$ cat src/logic/brs_pkg.sv
// Widths and types shared by the branch reservation station and its bench
package brs_pkg;

    // Data path width
    localparam int unsigned XLEN        = 32;

    // Reorder-buffer tag width, also the CDB tag width
    localparam int unsigned ROB_IDX_LEN = 4;

    // Branch offset field, signed, in bytes
    localparam int unsigned B_IMM_LEN   = 13;

    // Operands, PCs and CDB values
    typedef logic [XLEN-1:0]        xlen_t;

    // ROB entry tag
    typedef logic [ROB_IDX_LEN-1:0] rob_idx_t;

    // Raw immediate as it leaves decode
    typedef logic [B_IMM_LEN-1:0]   b_imm_t;

    // Conditional branch flavours
    typedef enum logic [2:0] {
        BEQ  = 3'd0,    // Equal
        BNE  = 3'd1,    // Not equal
        BLT  = 3'd2,    // Less than, signed
        BGE  = 3'd3,    // Greater or equal, signed
        BLTU = 3'd4,    // Less than, unsigned
        BGEU = 3'd5     // Greater or equal, unsigned
    } branch_type_t;

endpackage

$ cat src/logic/branch_resolver.sv
`timescale 1ns/10ps

module branch_resolver (
    input  logic                    clk_i,
    input  logic                    rst_n_i,
    input  logic                    flush_i,

    input  logic                    ex_valid_i,
    input  brs_pkg::branch_type_t   ex_type_i,
    input  brs_pkg::xlen_t          ex_rs1_i,
    input  brs_pkg::xlen_t          ex_rs2_i,
    input  brs_pkg::b_imm_t         ex_imm_i,
    input  brs_pkg::xlen_t          ex_pc_i,
    input  brs_pkg::xlen_t          ex_pred_target_i,
    input  logic                    ex_pred_taken_i,

    output logic                    res_valid_o,
    output logic                    res_mispredict_o
);

    logic            taken;         // Actual direction
    brs_pkg::xlen_t  target;        // Actual target when taken
    brs_pkg::xlen_t  imm_sext;
    logic            mispredict;

    // Condition evaluation
    always_comb begin
        unique case (ex_type_i)
            brs_pkg::BEQ:  taken = (ex_rs1_i == ex_rs2_i);
            brs_pkg::BNE:  taken = (ex_rs1_i != ex_rs2_i);
            brs_pkg::BLT:  taken = ($signed(ex_rs1_i) <  $signed(ex_rs2_i));
            brs_pkg::BGE:  taken = ($signed(ex_rs1_i) >= $signed(ex_rs2_i));
            brs_pkg::BLTU: taken = (ex_rs1_i <  ex_rs2_i);
            brs_pkg::BGEU: taken = (ex_rs1_i >= ex_rs2_i);
            default:       taken = 1'b0;    // Unused encodings fall through
        endcase
    end

    // Offset is a signed byte count
    assign imm_sext = {{(brs_pkg::XLEN-brs_pkg::B_IMM_LEN){ex_imm_i[brs_pkg::B_IMM_LEN-1]}},
                       ex_imm_i};
    assign target   = ex_pc_i + imm_sext;

    // Wrong direction, or taken to the wrong place
    assign mispredict = (taken != ex_pred_taken_i)
                        || (taken && (target != ex_pred_target_i));

    // One cycle latency, a new branch can enter every cycle
    always_ff @(posedge clk_i or negedge rst_n_i) begin
        if (!rst_n_i) begin
            res_valid_o <= 1'b0;
        end else begin
            res_valid_o <= ex_valid_i && !flush_i;  // Flushed branch never reports
        end
    end

    always_ff @(posedge clk_i) begin
        if (ex_valid_i) res_mispredict_o <= mispredict;
    end

endmodule

$ cat src/logic/branch_rs_top.sv
`timescale 1ns/10ps

module branch_rs_top #(
    parameter int unsigned RS_DEPTH = 4     // Station entries
) (
    input  logic                    clk_i,
    input  logic                    rst_n_i,
    input  logic                    flush_i,

    // Issue side
    input  logic                    valid_i,
    output logic                    ready_o,
    input  brs_pkg::branch_type_t   branch_type_i,
    input  logic                    rs1_ready_i,
    input  brs_pkg::rob_idx_t       rs1_tag_i,
    input  brs_pkg::xlen_t          rs1_value_i,
    input  logic                    rs2_ready_i,
    input  brs_pkg::rob_idx_t       rs2_tag_i,
    input  brs_pkg::xlen_t          rs2_value_i,
    input  brs_pkg::b_imm_t         imm_i,
    input  brs_pkg::xlen_t          pc_i,
    input  brs_pkg::xlen_t          pred_target_i,
    input  logic                    pred_taken_i,
    input  brs_pkg::rob_idx_t       dest_tag_i,

    // CDB in
    input  logic                    cdb_valid_i,
    input  brs_pkg::rob_idx_t       cdb_tag_i,
    input  brs_pkg::xlen_t          cdb_value_i,

    // CDB out
    output logic                    cdb_valid_o,
    output brs_pkg::rob_idx_t       cdb_tag_o,
    output brs_pkg::xlen_t          cdb_value_o
);

    // Issue bundle, buffer to resolver
    logic                   ex_valid;
    brs_pkg::branch_type_t  ex_type;
    brs_pkg::xlen_t         ex_rs1;
    brs_pkg::xlen_t         ex_rs2;
    brs_pkg::b_imm_t        ex_imm;
    brs_pkg::xlen_t         ex_pc;
    brs_pkg::xlen_t         ex_pred_target;
    logic                   ex_pred_taken;

    // Result, resolver back to buffer
    logic                   res_valid;
    logic                   res_mispredict;

    rs_entry_buffer #(
        .RS_DEPTH         (RS_DEPTH)
    ) i_buffer (
        .clk_i            (clk_i),
        .rst_n_i          (rst_n_i),
        .flush_i          (flush_i),
        .valid_i          (valid_i),
        .ready_o          (ready_o),
        .branch_type_i    (branch_type_i),
        .rs1_ready_i      (rs1_ready_i),
        .rs1_tag_i        (rs1_tag_i),
        .rs1_value_i      (rs1_value_i),
        .rs2_ready_i      (rs2_ready_i),
        .rs2_tag_i        (rs2_tag_i),
        .rs2_value_i      (rs2_value_i),
        .imm_i            (imm_i),
        .pc_i             (pc_i),
        .pred_target_i    (pred_target_i),
        .pred_taken_i     (pred_taken_i),
        .dest_tag_i       (dest_tag_i),
        .cdb_valid_i      (cdb_valid_i),
        .cdb_tag_i        (cdb_tag_i),
        .cdb_value_i      (cdb_value_i),
        .ex_valid_o       (ex_valid),
        .ex_type_o        (ex_type),
        .ex_rs1_o         (ex_rs1),
        .ex_rs2_o         (ex_rs2),
        .ex_imm_o         (ex_imm),
        .ex_pc_o          (ex_pc),
        .ex_pred_target_o (ex_pred_target),
        .ex_pred_taken_o  (ex_pred_taken),
        .res_valid_i      (res_valid),
        .res_mispredict_i (res_mispredict),
        .cdb_valid_o      (cdb_valid_o),
        .cdb_tag_o        (cdb_tag_o),
        .cdb_value_o      (cdb_value_o)
    );

    branch_resolver i_resolver (
        .clk_i            (clk_i),
        .rst_n_i          (rst_n_i),
        .flush_i          (flush_i),
        .ex_valid_i       (ex_valid),
        .ex_type_i        (ex_type),
        .ex_rs1_i         (ex_rs1),
        .ex_rs2_i         (ex_rs2),
        .ex_imm_i         (ex_imm),
        .ex_pc_i          (ex_pc),
        .ex_pred_target_i (ex_pred_target),
        .ex_pred_taken_i  (ex_pred_taken),
        .res_valid_o      (res_valid),
        .res_mispredict_o (res_mispredict)
    );

endmodule

$ cat src/logic/rs_entry_buffer.sv
`timescale 1ns/10ps

module rs_entry_buffer #(
    parameter int unsigned RS_DEPTH = 4     // Power of two, 2 or more
) (
    input  logic                    clk_i,
    input  logic                    rst_n_i,
    input  logic                    flush_i,

    // Issue side
    input  logic                    valid_i,
    output logic                    ready_o,
    input  brs_pkg::branch_type_t   branch_type_i,
    input  logic                    rs1_ready_i,
    input  brs_pkg::rob_idx_t       rs1_tag_i,
    input  brs_pkg::xlen_t          rs1_value_i,
    input  logic                    rs2_ready_i,
    input  brs_pkg::rob_idx_t       rs2_tag_i,
    input  brs_pkg::xlen_t          rs2_value_i,
    input  brs_pkg::b_imm_t         imm_i,
    input  brs_pkg::xlen_t          pc_i,
    input  brs_pkg::xlen_t          pred_target_i,
    input  logic                    pred_taken_i,
    input  brs_pkg::rob_idx_t       dest_tag_i,

    // CDB snoop
    input  logic                    cdb_valid_i,
    input  brs_pkg::rob_idx_t       cdb_tag_i,
    input  brs_pkg::xlen_t          cdb_value_i,

    // To the resolver
    output logic                    ex_valid_o,
    output brs_pkg::branch_type_t   ex_type_o,
    output brs_pkg::xlen_t          ex_rs1_o,
    output brs_pkg::xlen_t          ex_rs2_o,
    output brs_pkg::b_imm_t         ex_imm_o,
    output brs_pkg::xlen_t          ex_pc_o,
    output brs_pkg::xlen_t          ex_pred_target_o,
    output logic                    ex_pred_taken_o,

    // Back from the resolver, in issue order
    input  logic                    res_valid_i,
    input  logic                    res_mispredict_i,

    // CDB broadcast
    output logic                    cdb_valid_o,
    output brs_pkg::rob_idx_t       cdb_tag_o,
    output brs_pkg::xlen_t          cdb_value_o
);

    localparam int unsigned PTR_W = $clog2(RS_DEPTH);

    typedef logic [PTR_W-1:0] ptr_t;    // Wraps naturally, depth is a power of two

    // Entry status flags
    logic   valid_q     [RS_DEPTH];     // Slot holds an instruction
    logic   busy_q      [RS_DEPTH];     // Already sent to the resolver
    logic   rs1_ready_q [RS_DEPTH];
    logic   rs2_ready_q [RS_DEPTH];
    logic   res_ready_q [RS_DEPTH];     // Mispredict bit stored, waiting for CDB

    // Entry payload
    brs_pkg::branch_type_t  type_q        [RS_DEPTH];
    brs_pkg::rob_idx_t      rs1_tag_q     [RS_DEPTH];
    brs_pkg::xlen_t         rs1_value_q   [RS_DEPTH];
    brs_pkg::rob_idx_t      rs2_tag_q     [RS_DEPTH];
    brs_pkg::xlen_t         rs2_value_q   [RS_DEPTH];
    brs_pkg::b_imm_t        imm_q         [RS_DEPTH];
    brs_pkg::xlen_t         pc_q          [RS_DEPTH];
    brs_pkg::xlen_t         pred_target_q [RS_DEPTH];
    logic                   pred_taken_q  [RS_DEPTH];
    brs_pkg::rob_idx_t      dest_tag_q    [RS_DEPTH];
    logic                   mispredict_q  [RS_DEPTH];

    // Ring pointers
    ptr_t   tail_q;     // Next free slot
    ptr_t   ex_q;       // Next to issue
    ptr_t   wr_res_q;   // Next to receive a result
    ptr_t   head_q;     // Oldest, next on the CDB

    logic   rs1_hit [RS_DEPTH];
    logic   rs2_hit [RS_DEPTH];
    logic   push, ex_fire, wr_fire, pop;

    // CDB tag match for every waiting operand
    always_comb begin
        for (int i = 0; i < RS_DEPTH; i++) begin
            rs1_hit[i] = cdb_valid_i && valid_q[i] && !rs1_ready_q[i]
                         && (rs1_tag_q[i] == cdb_tag_i);
            rs2_hit[i] = cdb_valid_i && valid_q[i] && !rs2_ready_q[i]
                         && (rs2_tag_q[i] == cdb_tag_i);
        end
    end

    assign ready_o = !valid_q[tail_q];      // Tail slot free
    assign push    = valid_i && ready_o;
    assign ex_fire = valid_q[ex_q] && rs1_ready_q[ex_q] && rs2_ready_q[ex_q] && !busy_q[ex_q];
    // Busy check drops a stale result after a flush
    assign wr_fire = res_valid_i && busy_q[wr_res_q] && !res_ready_q[wr_res_q];
    assign pop     = valid_q[head_q] && res_ready_q[head_q];

    // Flags and pointers
    always_ff @(posedge clk_i or negedge rst_n_i) begin
        if (!rst_n_i) begin
            tail_q   <= '0;
            ex_q     <= '0;
            wr_res_q <= '0;
            head_q   <= '0;
            for (int i = 0; i < RS_DEPTH; i++) begin
                valid_q[i]     <= 1'b0;
                busy_q[i]      <= 1'b0;
                rs1_ready_q[i] <= 1'b0;
                rs2_ready_q[i] <= 1'b0;
                res_ready_q[i] <= 1'b0;
            end
        end else if (flush_i) begin     // Drop everything, payload left as is
            tail_q   <= '0;
            ex_q     <= '0;
            wr_res_q <= '0;
            head_q   <= '0;
            for (int i = 0; i < RS_DEPTH; i++) begin
                valid_q[i]     <= 1'b0;
                busy_q[i]      <= 1'b0;
                rs1_ready_q[i] <= 1'b0;
                rs2_ready_q[i] <= 1'b0;
                res_ready_q[i] <= 1'b0;
            end
        end else begin
            // Wake-up from the CDB
            for (int i = 0; i < RS_DEPTH; i++) begin
                if (rs1_hit[i]) rs1_ready_q[i] <= 1'b1;
                if (rs2_hit[i]) rs2_ready_q[i] <= 1'b1;
            end

            if (push) begin     // Tail slot is free, no wake-up can hit it
                valid_q[tail_q]     <= 1'b1;
                busy_q[tail_q]      <= 1'b0;
                rs1_ready_q[tail_q] <= rs1_ready_i;
                rs2_ready_q[tail_q] <= rs2_ready_i;
                res_ready_q[tail_q] <= 1'b0;
                tail_q              <= tail_q + 1'b1;
            end

            if (ex_fire) begin
                busy_q[ex_q] <= 1'b1;           // Stays set until the slot is freed
                ex_q         <= ex_q + 1'b1;
            end

            if (wr_fire) begin
                res_ready_q[wr_res_q] <= 1'b1;
                wr_res_q              <= wr_res_q + 1'b1;
            end

            if (pop) begin      // Head is valid, tail is not, so never the pushed slot
                valid_q[head_q]     <= 1'b0;
                busy_q[head_q]      <= 1'b0;
                res_ready_q[head_q] <= 1'b0;
                head_q              <= head_q + 1'b1;
            end
        end
    end

    // Payload, qualified by the flags above
    always_ff @(posedge clk_i) begin
        for (int i = 0; i < RS_DEPTH; i++) begin
            if (rs1_hit[i]) rs1_value_q[i] <= cdb_value_i;
            if (rs2_hit[i]) rs2_value_q[i] <= cdb_value_i;
        end
        if (push) begin
            type_q[tail_q]        <= branch_type_i;
            rs1_tag_q[tail_q]     <= rs1_tag_i;
            rs1_value_q[tail_q]   <= rs1_value_i;
            rs2_tag_q[tail_q]     <= rs2_tag_i;
            rs2_value_q[tail_q]   <= rs2_value_i;
            imm_q[tail_q]         <= imm_i;
            pc_q[tail_q]          <= pc_i;
            pred_target_q[tail_q] <= pred_target_i;
            pred_taken_q[tail_q]  <= pred_taken_i;
            dest_tag_q[tail_q]    <= dest_tag_i;
        end
        if (wr_fire) mispredict_q[wr_res_q] <= res_mispredict_i;
    end

    // Issue port reads the execute slot
    assign ex_valid_o       = ex_fire;
    assign ex_type_o        = type_q[ex_q];
    assign ex_rs1_o         = rs1_value_q[ex_q];
    assign ex_rs2_o         = rs2_value_q[ex_q];
    assign ex_imm_o         = imm_q[ex_q];
    assign ex_pc_o          = pc_q[ex_q];
    assign ex_pred_target_o = pred_target_q[ex_q];
    assign ex_pred_taken_o  = pred_taken_q[ex_q];

    // CDB reads the head slot, mispredict in bit 0
    assign cdb_valid_o = pop;
    assign cdb_tag_o   = dest_tag_q[head_q];
    assign cdb_value_o = {{(brs_pkg::XLEN-1){1'b0}}, mispredict_q[head_q]};

endmodule

$ cat config.mk
export PLATFORM = sky130hd
export DESIGN_NAME = branch_rs_top
export DESIGN_NICKNAME = d
export VERILOG_FILES = /design/src/logic/brs_pkg.sv /design/src/logic/branch_resolver.sv /design/src/logic/branch_rs_top.sv /design/src/logic/rs_entry_buffer.sv
export SDC_FILE = /design/constraint.sdc
export NUM_CORES = 1
export LEC_CHECK = 0
export BUFFER_PORTS_ARGS = -buffer_cell sky130_fd_sc_hd__buf_2
export CORE_ASPECT_RATIO = 0.6
export CORE_MARGIN = 2
export CORE_UTILIZATION = 48
export CTS_CLUSTER_DIAMETER = 30
export DETAILED_ROUTE_END_ITERATION = 8
export PLACE_DENSITY = 0.77
export SETUP_SLACK_MARGIN = 0.4
export SLEW_MARGIN = 20
export SYNTH_ARGS = -nofsm -noshare
export SYNTH_HDL_FRONTEND = slang
export SYNTH_HIERARCHICAL = 1
export SYNTH_SLANG_ARGS = --single-unit
$ cat constraint.sdc
create_clock -name clk_i -period 5.25 [get_ports clk_i]
set_input_delay 0.525 -clock clk_i [delete_from_list [all_inputs] [get_ports clk_i]]
set_output_delay 0.525 -clock clk_i [all_outputs]
set_load 0.01 [all_outputs]
==> results.md, run 1 <==
Timing:
- After routing, the total negative slack on setup checks comes to 0 ps.
- The clock arrives with 36.8 ps of skew.
- For the pin with the worst max-slew slack, the measured transition is 995 ps.
- Setup repair after global routing left no endpoint under its margin.
- Measured against its own limit, the worst slew margin works out to 33.6%.
- For the finished layout, the period the worst path requires is 4660 ps.
- The number of endpoints failing setup at the final stage is 0.
- The max-slew violation count is 0.
- The number of failing hold endpoints at the final stage is 0.
- Static timing analysis puts the maximum clock frequency at 0.214 GHz.
- The fraction of the cycle the final worst path needs is between 80% and 90%.

Worst setup path:
- Setup slack on the worst reg-to-reg path comes out at 590 ps.
- The worst setup path is launched from a register.
- The kind of end point of the critical path is a register.
- The peak per-stage delay on the critical path is around 700 ps.
- The most frequent cell on the critical path is sky130_fd_sc_hd__nand4_1.
- At the worst endpoint, the arrival time is 5080 ps.
- The critical-path cell with the highest stage delay is sky130_fd_sc_hd__dfrtp_4.
- Along the worst path, the maximum fanout reaches 24.
- At the worst endpoint, the required time is 5660 ps.
- The critical path start-end classification is register to register.
- The critical path depth in cells is 12.
- Broken down by cell family, the worst path's largest delay share belongs to compound AO/OA/AOI/OAI gates.
- Traced cell by cell, the critical path runs through buf_4, mux4_2, ha_1, o21ai_0, a32oi_1, o32ai_1, a311oi_1, nand4_1, nor4_1, nand4_1, a2111o_1, mux2_4.
- The endpoint of the most critical register-to-register path is i_resolver/res_mispredict_o.
- In this run the critical register-to-register path is launched from i_buffer/ex_q[1].
- The worst register-to-register path has a depth of 12.
- The number of buffers and inverters on the critical path is 1.

Detailed routing:
- The number of iterations in the first detailed-routing pass is 6.
- The final wirelength is approximately 83 mm.
- In the routed layout, each cell is associated on average with a via count of 5.89.
- In this run the remaining antenna-violating nets after routing total 0.
- The detailed router placed 20410 vias in this run.
- The mean routed wirelength per cell is roughly 24 um.
- After the first detailed-routing iteration, the DRC count stood at 2644.
- The count of unresolved DRC violations after routing is 0.

Die:
- The effective utilization at floorplan is 48.3%.
- The floorplan step defined a die boundary enclosing 0.0667 mm2.
- The core region is 0.0641 mm2.
- Measured along the x axis, the die boundary spans 332 um.
- The die outline height is 201 um.
- The I/O pin count is 238.
- The number of standard-cell rows in the floorplan is 72.

Synthesis:
- The number of enable flip-flop cells after synthesis is 633.
- After synthesis, the mean cell area works out to 13.7 um2.
- For this run, asynchronously set or reset flops after synthesis account for approximately 4.4%.
- The count of mapped cells out of synthesis is 2261.
- In the synthesized netlist the dominant register cell turns out to be sky130_fd_sc_hd__edfxtp_1.
- The yosys synthesis warning count is 6.
- In this run the cell area of the synthesized design comes to a little over 0.03 mm2.
- The part of the Yosys area used for sequential elements is between 60% and 70%.
- The count of unique library cells instantiated by Yosys is 79.
- The synthesis-stage register bit count is ~660.

Clocking:
- The TritonCTS buffer count is 103.
- The latest clock arrival within the worst-skew pair is 660 ps.
- After clock tree synthesis, the clock-pin slew on the worst setup and hold paths is 60 ps.
- The CTS tree is done.
- The clock sink count is 662.
- CTS placed an instance of sky130_fd_sc_hd__clkbuf_16 at the clock tree root.
- No sink is reached through more buffers than the 3 on the longest clock path.
- In this run the number of H-tree levels came out at 3.

Layout:
- The layout net count is between 2000 and 3000.
- The utilization of the core after routing is around 57%.
- The area growth from synthesis to layout is 18.5%.
- The post-route netlist has 24.3% of its cells at a drive strength greater than 1.

GRT:
- The combined global-route utilization of all metal layers is roughly a quarter.
- Global routing finished with a remaining overflow of 0.
- Entering global routing, the biggest net connects 103 pins.
- The first global-routing pass estimated 123 mm of wire.
- The number of antenna violations at the first check in global routing is 25.
- The number of global-route vias before repair is 20184.

Power:
- The worst-case vdd ir drop is 281 uV.
- The analysis attributes to cell leakage a power of 0.0137 uW.
- In this run the power density over the cells is about 440 mW/mm2.

Placed design:
- The routability-driven placement congestion ratio is 0.946.
- During placement, the flow inserted port buffers numbering between 200 and 250.
- The HPWL after detailed placement is 52.7 mm.

Status:
- The run finished with clean final reports.

Min path:
- The kind of path behind the tightest hold check is input pin to register.
- The worst hold path begins at pred_target_i[3].
- The worst hold path terminates at i_buffer/pred_target_q[0][3].
- Along the worst hold path, the cell count comes to 1.

Flow run:
- The reported max-cap violation count is 0.
power by group:
part,switching [uW],internal (uW)
registers,114,6330
clock network,2680,4370
logic,1820,967
total,4610,11700
per-layer routing:
metal	global-route usage (%)	share of wire [%]	wire length, um
met3	6.52	12	9560
met4	7.78	2.4	1950
met5	0	0.097	80
met2	34.3	43	35600
met1	37.1	43	35600
what timing repair did:
| item | 4_1_cts | 5_1_grt |
|---|---|---|
| endpoints found under the setup margin | 0 | 1 |
| resized for setup | 0 | 22 |
| hold endpoints to repair | 29 | 0 |
| setup buffers | 0 | 0 |
| hold buffers | 1 | 0 |
metrics by stage:
step	hold slack (ps)	worst slack, ps	total power [uW]	cell area, um2	instances
6_report	74.7	586	16300	36700	3466
5_1_grt	47.7	401	16800	36700	3462
4_1_cts	31.3	434	16300	36600	3450
3_5_place_dp	541	445	9180	32900	3253
3_3_place_gp	541	463	9130	32900	3253
2_1_floorplan	229	640	8240	31100	2291
cells in the final DEF (no fill, tap or decap), types with 7 or more instances in the layout:
master                       netlist  final
sky130_fd_sc_hd__nand2_1         694    694
sky130_fd_sc_hd__edfxtp_1        633    633
sky130_fd_sc_hd__buf_2            52    206
sky130_fd_sc_hd__mux4_2          152    154
sky130_fd_sc_hd__clkbuf_16         0    105
sky130_fd_sc_hd__ha_1             79     76
sky130_fd_sc_hd__nor2_1           71     71
sky130_fd_sc_hd__inv_1            53     53
sky130_fd_sc_hd__a21oi_1          54     51
sky130_fd_sc_hd__xnor2_1          41     41
sky130_fd_sc_hd__o21ai_0          32     32
sky130_fd_sc_hd__conb_1            1     31
sky130_fd_sc_hd__nand4_1          30     30
sky130_fd_sc_hd__buf_4            38     29
sky130_fd_sc_hd__xor2_1           30     27
sky130_fd_sc_hd__dfrtp_1          29     27
sky130_fd_sc_hd__a21o_1           23     23
sky130_fd_sc_hd__inv_6             0     22
sky130_fd_sc_hd__nor3_1           21     21
sky130_fd_sc_hd__nand3_1          15     15
sky130_fd_sc_hd__diode_2           0     14
sky130_fd_sc_hd__clkinv_2          0     14
sky130_fd_sc_hd__clkinvlp_4        0     12
sky130_fd_sc_hd__bufinv_16         0     12
sky130_fd_sc_hd__a211oi_1         12     12
sky130_fd_sc_hd__clkinv_4          0      9
sky130_fd_sc_hd__inv_8             0      8
sky130_fd_sc_hd__mux2i_1           8      8
sky130_fd_sc_hd__buf_12            0      8
sky130_fd_sc_hd__clkbuf_1         35      7
cell type report:
class	count	area, um2
Fill cell	4915	27400
Sequential cell	662	19700
Multi-Input combinational cell	1438	10500
Clock buffer	112	2650
Timing Repair Buffer	248	1460
Tap cell	851	1060
Clock inverter	84	1010
Inverter	57	234
Antenna cell	14	35.0
logic make-up (layout without fill, tap and decap cells):
group	count (synthesis)	after routing	synth area share, %
AND/OR/NAND/NOR	885	885	11.9
flip-flops	662	662	63.6
AO/OA/AOI/OAI	203	203	4.57
buffers and inverters	193	501	3.13
multiplexers	166	168	11.5
adder cells (fa/ha/maj)	80	80	3.25
XOR/XNOR	71	71	2.01
other	1	45	0.0121
Yosys cell counts, types with 4 or more instances:
| cell type | count | area share [%] |
|---|---|---|
| sky130_fd_sc_hd__nand3b_4 | 4 | 0.26 |
| sky130_fd_sc_hd__buf_1 | 6 | 0.073 |
| sky130_fd_sc_hd__and4_1 | 6 | 0.17 |
| sky130_fd_sc_hd__o21a_1 | 7 | 0.17 |
| sky130_fd_sc_hd__and3_1 | 6 | 0.12 |
| sky130_fd_sc_hd__buf_2 | 52 | 0.84 |
| sky130_fd_sc_hd__a211oi_2 | 6 | 0.24 |
| sky130_fd_sc_hd__inv_2 | 4 | 0.048 |
| sky130_fd_sc_hd__mux2i_1 | 8 | 0.26 |
| sky130_fd_sc_hd__nand2b_1 | 4 | 0.081 |
| sky130_fd_sc_hd__mux4_2 | 152 | 11 |
| sky130_fd_sc_hd__xor2_1 | 30 | 0.85 |
| sky130_fd_sc_hd__o21ai_1 | 7 | 0.11 |
| sky130_fd_sc_hd__o21bai_1 | 5 | 0.12 |
| sky130_fd_sc_hd__nor3_1 | 21 | 0.34 |
| sky130_fd_sc_hd__and2_1 | 5 | 0.10 |
| sky130_fd_sc_hd__o22ai_1 | 4 | 0.081 |
| sky130_fd_sc_hd__nor4_1 | 4 | 0.081 |
| sky130_fd_sc_hd__nand2_1 | 694 | 8.4 |
| sky130_fd_sc_hd__clkbuf_1 | 35 | 0.42 |
| sky130_fd_sc_hd__edfxtp_1 | 633 | 61 |
| sky130_fd_sc_hd__nor2_1 | 71 | 0.86 |
| sky130_fd_sc_hd__xnor2_1 | 41 | 1.2 |
| sky130_fd_sc_hd__o21ai_0 | 32 | 0.52 |
| sky130_fd_sc_hd__nand4_1 | 30 | 0.61 |
| sky130_fd_sc_hd__mux2_2 | 5 | 0.18 |
| sky130_fd_sc_hd__a32oi_1 | 5 | 0.14 |
| sky130_fd_sc_hd__a21o_1 | 23 | 0.56 |
| sky130_fd_sc_hd__dfrtp_1 | 29 | 2.3 |
| sky130_fd_sc_hd__nand3b_1 | 4 | 0.097 |
| sky130_fd_sc_hd__inv_1 | 53 | 0.64 |
| sky130_fd_sc_hd__a21oi_1 | 54 | 0.87 |
| sky130_fd_sc_hd__nor2b_1 | 6 | 0.12 |
| sky130_fd_sc_hd__a211oi_1 | 12 | 0.29 |
| sky130_fd_sc_hd__ha_1 | 79 | 3.2 |
| sky130_fd_sc_hd__o211ai_1 | 4 | 0.097 |
| sky130_fd_sc_hd__buf_6 | 5 | 0.18 |
| sky130_fd_sc_hd__buf_4 | 38 | 0.92 |
| sky130_fd_sc_hd__nand3_1 | 15 | 0.24 |
registers in the layout, summed over array words and instances, names as in the netlist, 12 cells and up:
| name | count |
|---|---|
| i_buffer/dest_tag_q | 16 |
| i_buffer/imm_q | 52 |
| i_buffer/pc_q | 128 |
| i_buffer/pred_target_q | 128 |
| i_buffer/rs1_tag_q | 16 |
| i_buffer/rs1_value_q | 128 |
| i_buffer/rs2_tag_q | 16 |
| i_buffer/rs2_value_q | 128 |
| i_buffer/type_q | 12 |
worst max path at each step:
stage,from,to,slack [ps]
2_1_floorplan,i_buffer/ex_q[0],i_resolver/res_mispredict_o,640
3_3_place_gp,i_buffer/ex_q[0],i_resolver/res_mispredict_o,460
3_5_place_dp,i_buffer/ex_q[0],i_resolver/res_mispredict_o,450
4_1_cts,i_buffer/ex_q[0],i_resolver/res_mispredict_o,430
5_1_grt,i_buffer/ex_q[0],i_resolver/res_mispredict_o,400
6_report,i_buffer/ex_q[1],i_resolver/res_mispredict_o,590
Power figures use the tool's default switching activity.
==> run 2: changes to the inputs <==
--- a/config.mk
+++ b/config.mk
@@ -5,6 +5,7 @@
 export SDC_FILE = /design/constraint.sdc
 export NUM_CORES = 1
 export LEC_CHECK = 0
+export ABC_AREA = 1
 export BUFFER_PORTS_ARGS = -buffer_cell sky130_fd_sc_hd__buf_2
 export CORE_ASPECT_RATIO = 0.6
 export CORE_MARGIN = 2
==> results.md, run 2 <==
Status:
- The run finished with clean final reports.

Clocking:
- The CTS H-tree depth is 3.
- The clock root buffer is sky130_fd_sc_hd__clkbuf_16.
- Once the clock tree was built, the resizer swapped 0 gates to a different size.
- The clock-pin slew of the registers on the worst-case setup and hold paths is about 60 ps.
- At the later pin of the worst-skew pair, clock insertion delay measures between 600 and 700 ps.
- TritonCTS built the clock tree.
- The maximum number of buffers from clock root to sink is 3.
- The TritonCTS buffer count is 101.
- CTS saw 662 sinks.

Die:
- The die is 336 um wide.
- From bottom edge to top edge, the die measures 203 um.
- Row generation in the floorplan step produced 73 rows.
- The effective utilization at floorplan is 48.3%.
- The die covers 0.0684 mm2.
- The I/O pin count is 238.
- In this run the standard cell core region covers 0.0659 mm2.

Detailed routing:
- The via count normalized by instance count is 5.51.
- In the routed design, unresolved DRC markers number 0.
- After the first detailed-routing iteration, the DRC count stood at 3003.
- The routed design has 81.8 mm of wire.
- For this block, the via count after detailed routing is 23763.
- Once detail routing completed, the nets flagged for antenna violations numbered 0.
- The number of iterations in the first detailed-routing pass is 6.
- After detailed routing, the average wire length per cell comes to 19.0 um.

Synthesis:
- After technology mapping, the gate count stands at 3118.
- The cell taking the most area after synthesis is sky130_fd_sc_hd__edfxtp_1.
- The share of synthesized flip-flops with an asynchronous set or reset is 4.38%.
- The dominant cell by count in the synthesized netlist is sky130_fd_sc_hd__edfxtp_1.
- The count of unique library cells instantiated by Yosys is 38.
- The mapped netlist covers 0.0318 mm2.
- In the synthesized netlist, the cells that appear most often are 633 x sky130_fd_sc_hd__edfxtp_1, 547 x sky130_fd_sc_hd__nand2_1, 409 x sky130_fd_sc_hd__nor2_1, 335 x sky130_fd_sc_hd__o21ai_0, 278 x sky130_fd_sc_hd__inv_1.
- The top cell type by area accounts for about three fifths of the synthesized area.
- In the synthesized netlist the dominant register cell turns out to be sky130_fd_sc_hd__edfxtp_1.
- The synthesis-stage register bit count is between 600 and 700.
- A synthesized cell averages 10.2 um2.
- Of the synthesized area, sequential elements account for 62.0%.
- Yosys mapped a number of flops with a built-in enable equal to 633.
- For this run, the number of Yosys warnings is 6.
- By area the synthesized netlist is led by sky130_fd_sc_hd__edfxtp_1 60%, sky130_fd_sc_hd__nand2_1 6.5%, sky130_fd_sc_hd__o21ai_0 5.3%, sky130_fd_sc_hd__nor2_1 4.8%, sky130_fd_sc_hd__o21ai_1 3.6%.

Worst setup path:
- The largest fanout of any net on the critical path is 46.
- The worst setup path startpoint is i_buffer/ex_q[1].
- The worst setup path is captured at a register.
- Counting cells, the worst reg-to-reg path comes to 21.
- The data arrival time at the worst-slack endpoint is 4620 ps.
- The endpoint of the most critical register-to-register path is i_resolver/res_mispredict_o.
- Across all register-to-register paths, the minimum setup slack is 1040 ps.
- The critical path launch point type is a register.
- The critical path in this run is classified as register to register.
- The required time reported for the critical path endpoint is 5660 ps.
- In this run the critical register-to-register path is launched from i_buffer/ex_q[1].

Power:
- The internal portion of the total power is 11300 uW.
- The worst-case vdd ir drop is between 200 and 300 uV.
- Of the total power, the clock network draws between 40 and 50%.
- The analysis attributes to net switching a power of roughly 4300 uW.
- Per report_power, the sequential group accounts for between 40 and 50% of the total.
- The proportion of power drawn by combinational gates is 15.4%.
- In this run switching power makes up 27.7% of total power.
- The power density over the cells is 422 mW/mm2.
- In this run the static leakage power is 0.0149 uW.
- The design draws 15600 uW.

GRT:
- The number of global-route vias before repair is between 20000 and 25000.
- The total congestion overflow after global routing is 0.
- The number of antenna violations at the first check in global routing was 23.
- The first global-routing pass estimated 126 mm of wire.
- Entering global routing, the biggest net connects about 120 pins.
- The combined global-route utilization of all metal layers is roughly a quarter.

Placed design:
- Input and output buffers added on the ports amount to just over 200.
- The post-place setup slack is 1130 ps.
- The congestion estimate from routability-driven global placement came to 0.978.
- After detailed placement, the design holds a cell count of around 4000.
- Once detailed placement completed, the half-perimeter wirelength came to 52.1 mm.

Layout:
- The synthesis-to-layout area growth is 16.0%.
- The combined area of the multi-input logic cells is 0.0101 mm2.
- Of the cells placed in the final design, the portion with a size suffix greater than 1 is 13.6%.
- The utilization of the core after routing is 56.1%.
- In the layout the commonest cells are 633 x sky130_fd_sc_hd__edfxtp_1, 539 x sky130_fd_sc_hd__nand2_1, 409 x sky130_fd_sc_hd__nor2_1, 335 x sky130_fd_sc_hd__o21ai_0, 273 x sky130_fd_sc_hd__inv_1.
- The number of standard cells in the layout, taps in and fillers out is about 4300.
- Registers take approximately 0.020 mm2.
- In the final design database the tool counted 3594 nets.
- Leaving out fill and tap cells, the most frequent cell in the layout is sky130_fd_sc_hd__edfxtp_1.
- Fill cells in the final layout number 5455.

Timing:
- The number of failing hold endpoints at the final stage is 0.
- Setup repair after global routing left no endpoint under its margin.
- The final setup slack of the worst path is 1040 ps.
- The upper clock frequency limit is 0.237 GHz.
- Setup violations remaining at the end of the flow were counted as 0.
- The max-slew violation count is 0.
- At the pin with the least slew margin, the transition time is 970 ps.
- Across the routed clock network, the largest skew measured is around 24 ps.
- The normalized max-slew margin is 35.3%.
- Adding up every negative setup slack in the final design gives 0 ps.
- Dividing the final minimum period by the clock period gives 80.2%.
- After layout, the minimum clock period comes to between 4000 and 5000 ps.

Min path:
- The startpoint identified for the worst hold timing path is pred_target_i[15].
- The path with the worst hold slack has its endpoint at i_buffer/pred_target_q[2][15].
- The worst hold path belongs to the class input pin to register.
- The worst hold path cell count is 1.

Flow run:
- The reported max-cap violation count is 0.
run 2: worst max-delay path: stages (launching register included):
cell                      delay (ps)
sky130_fd_sc_hd__dfrtp_4         670
sky130_fd_sc_hd__inv_4           480
sky130_fd_sc_hd__buf_4           470
sky130_fd_sc_hd__o21ai_0         180
sky130_fd_sc_hd__o22ai_1         160
sky130_fd_sc_hd__inv_1            70
sky130_fd_sc_hd__ha_1            300
sky130_fd_sc_hd__nand2_1          70
sky130_fd_sc_hd__nor2_1          220
sky130_fd_sc_hd__nand4_1         110
sky130_fd_sc_hd__nor2_1          380
sky130_fd_sc_hd__nand2_2         140
sky130_fd_sc_hd__nand4_1         110
sky130_fd_sc_hd__nand2_1          60
sky130_fd_sc_hd__inv_1            50
sky130_fd_sc_hd__nand2_1          40
sky130_fd_sc_hd__nor2_1           90
sky130_fd_sc_hd__nand3_1         100
sky130_fd_sc_hd__nand2_1          80
sky130_fd_sc_hd__nand2_1          50
sky130_fd_sc_hd__inv_1            40
sky130_fd_sc_hd__nand2_1          50
run 2: per-stage QoR:
step | cell area, um2 | hold slack [ps]
2_1_floorplan | 31900 | 229
3_3_place_gp | 33400 | 479
3_5_place_dp | 33400 | 491
4_1_cts | 36900 | 47.6
5_1_grt | 36900 | 52.1
6_report | 36900 | 90.5
run 2: power groups by stage:
stage / combinational (uW) / clock, uW / sequential (uW)
final: 2400 / 6790 / 6390
after global placement: 2280 / 0 / 6480
after floorplan: 1660 / 0 / 6470
after CTS: 2350 / 6890 / 6380
after detailed placement: 2330 / 0 / 6480
after global routing: 2670 / 7110 / 6410
run 2: cell families after synthesis:
logic type | synth area share, %
AND/OR/NAND/NOR | 14.0
AO/OA/AOI/OAI | 12.7
flip-flops | 62.0
buffers and inverters | 6.81
adder cells (fa/ha/maj) | 3.17
XOR/XNOR | 1.34
other | 0.0118
run 2: final cells by class:
cell class	instances	share of cell area [%]
diodes	12	0.0813
clock inverters	82	2.47
multi-input cells	2022	27.3
repair buffers	245	3.69
flip-flops and latches	662	53.5
clock buffers	107	6.97
well taps	900	3.05
inverters	282	2.92
run 2: metal layers:
layer | wire [um] | track usage (%) | vias to the layer above
met5 | 135 | 0 | -
met4 | 1680 | 7.17 | 22
met1 | 36300 | 35.9 | 11119
met3 | 9360 | 6.43 | 145
li1 | - | - | 11259
met2 | 34300 | 33.5 | 1218
run 2: worst max-delay path by stage:
stage	end	cells past startpoint	slack, ps
CTS	i_resolver/res_mispredict_o	21	1110
global route	i_resolver/res_mispredict_o	21	690
detailed placement	i_resolver/res_mispredict_o	21	1130
global placement	i_resolver/res_mispredict_o	21	1240
floorplan	i_resolver/res_mispredict_o	24	1390
finish	i_resolver/res_mispredict_o	21	1040
run 2: timing repair:
| item | 4_1_cts | 5_1_grt |
|---|---|---|
| endpoints found under the hold margin | 29 | 0 |
| hold buffers | 1 | 0 |
| setup buffers | 0 | 0 |
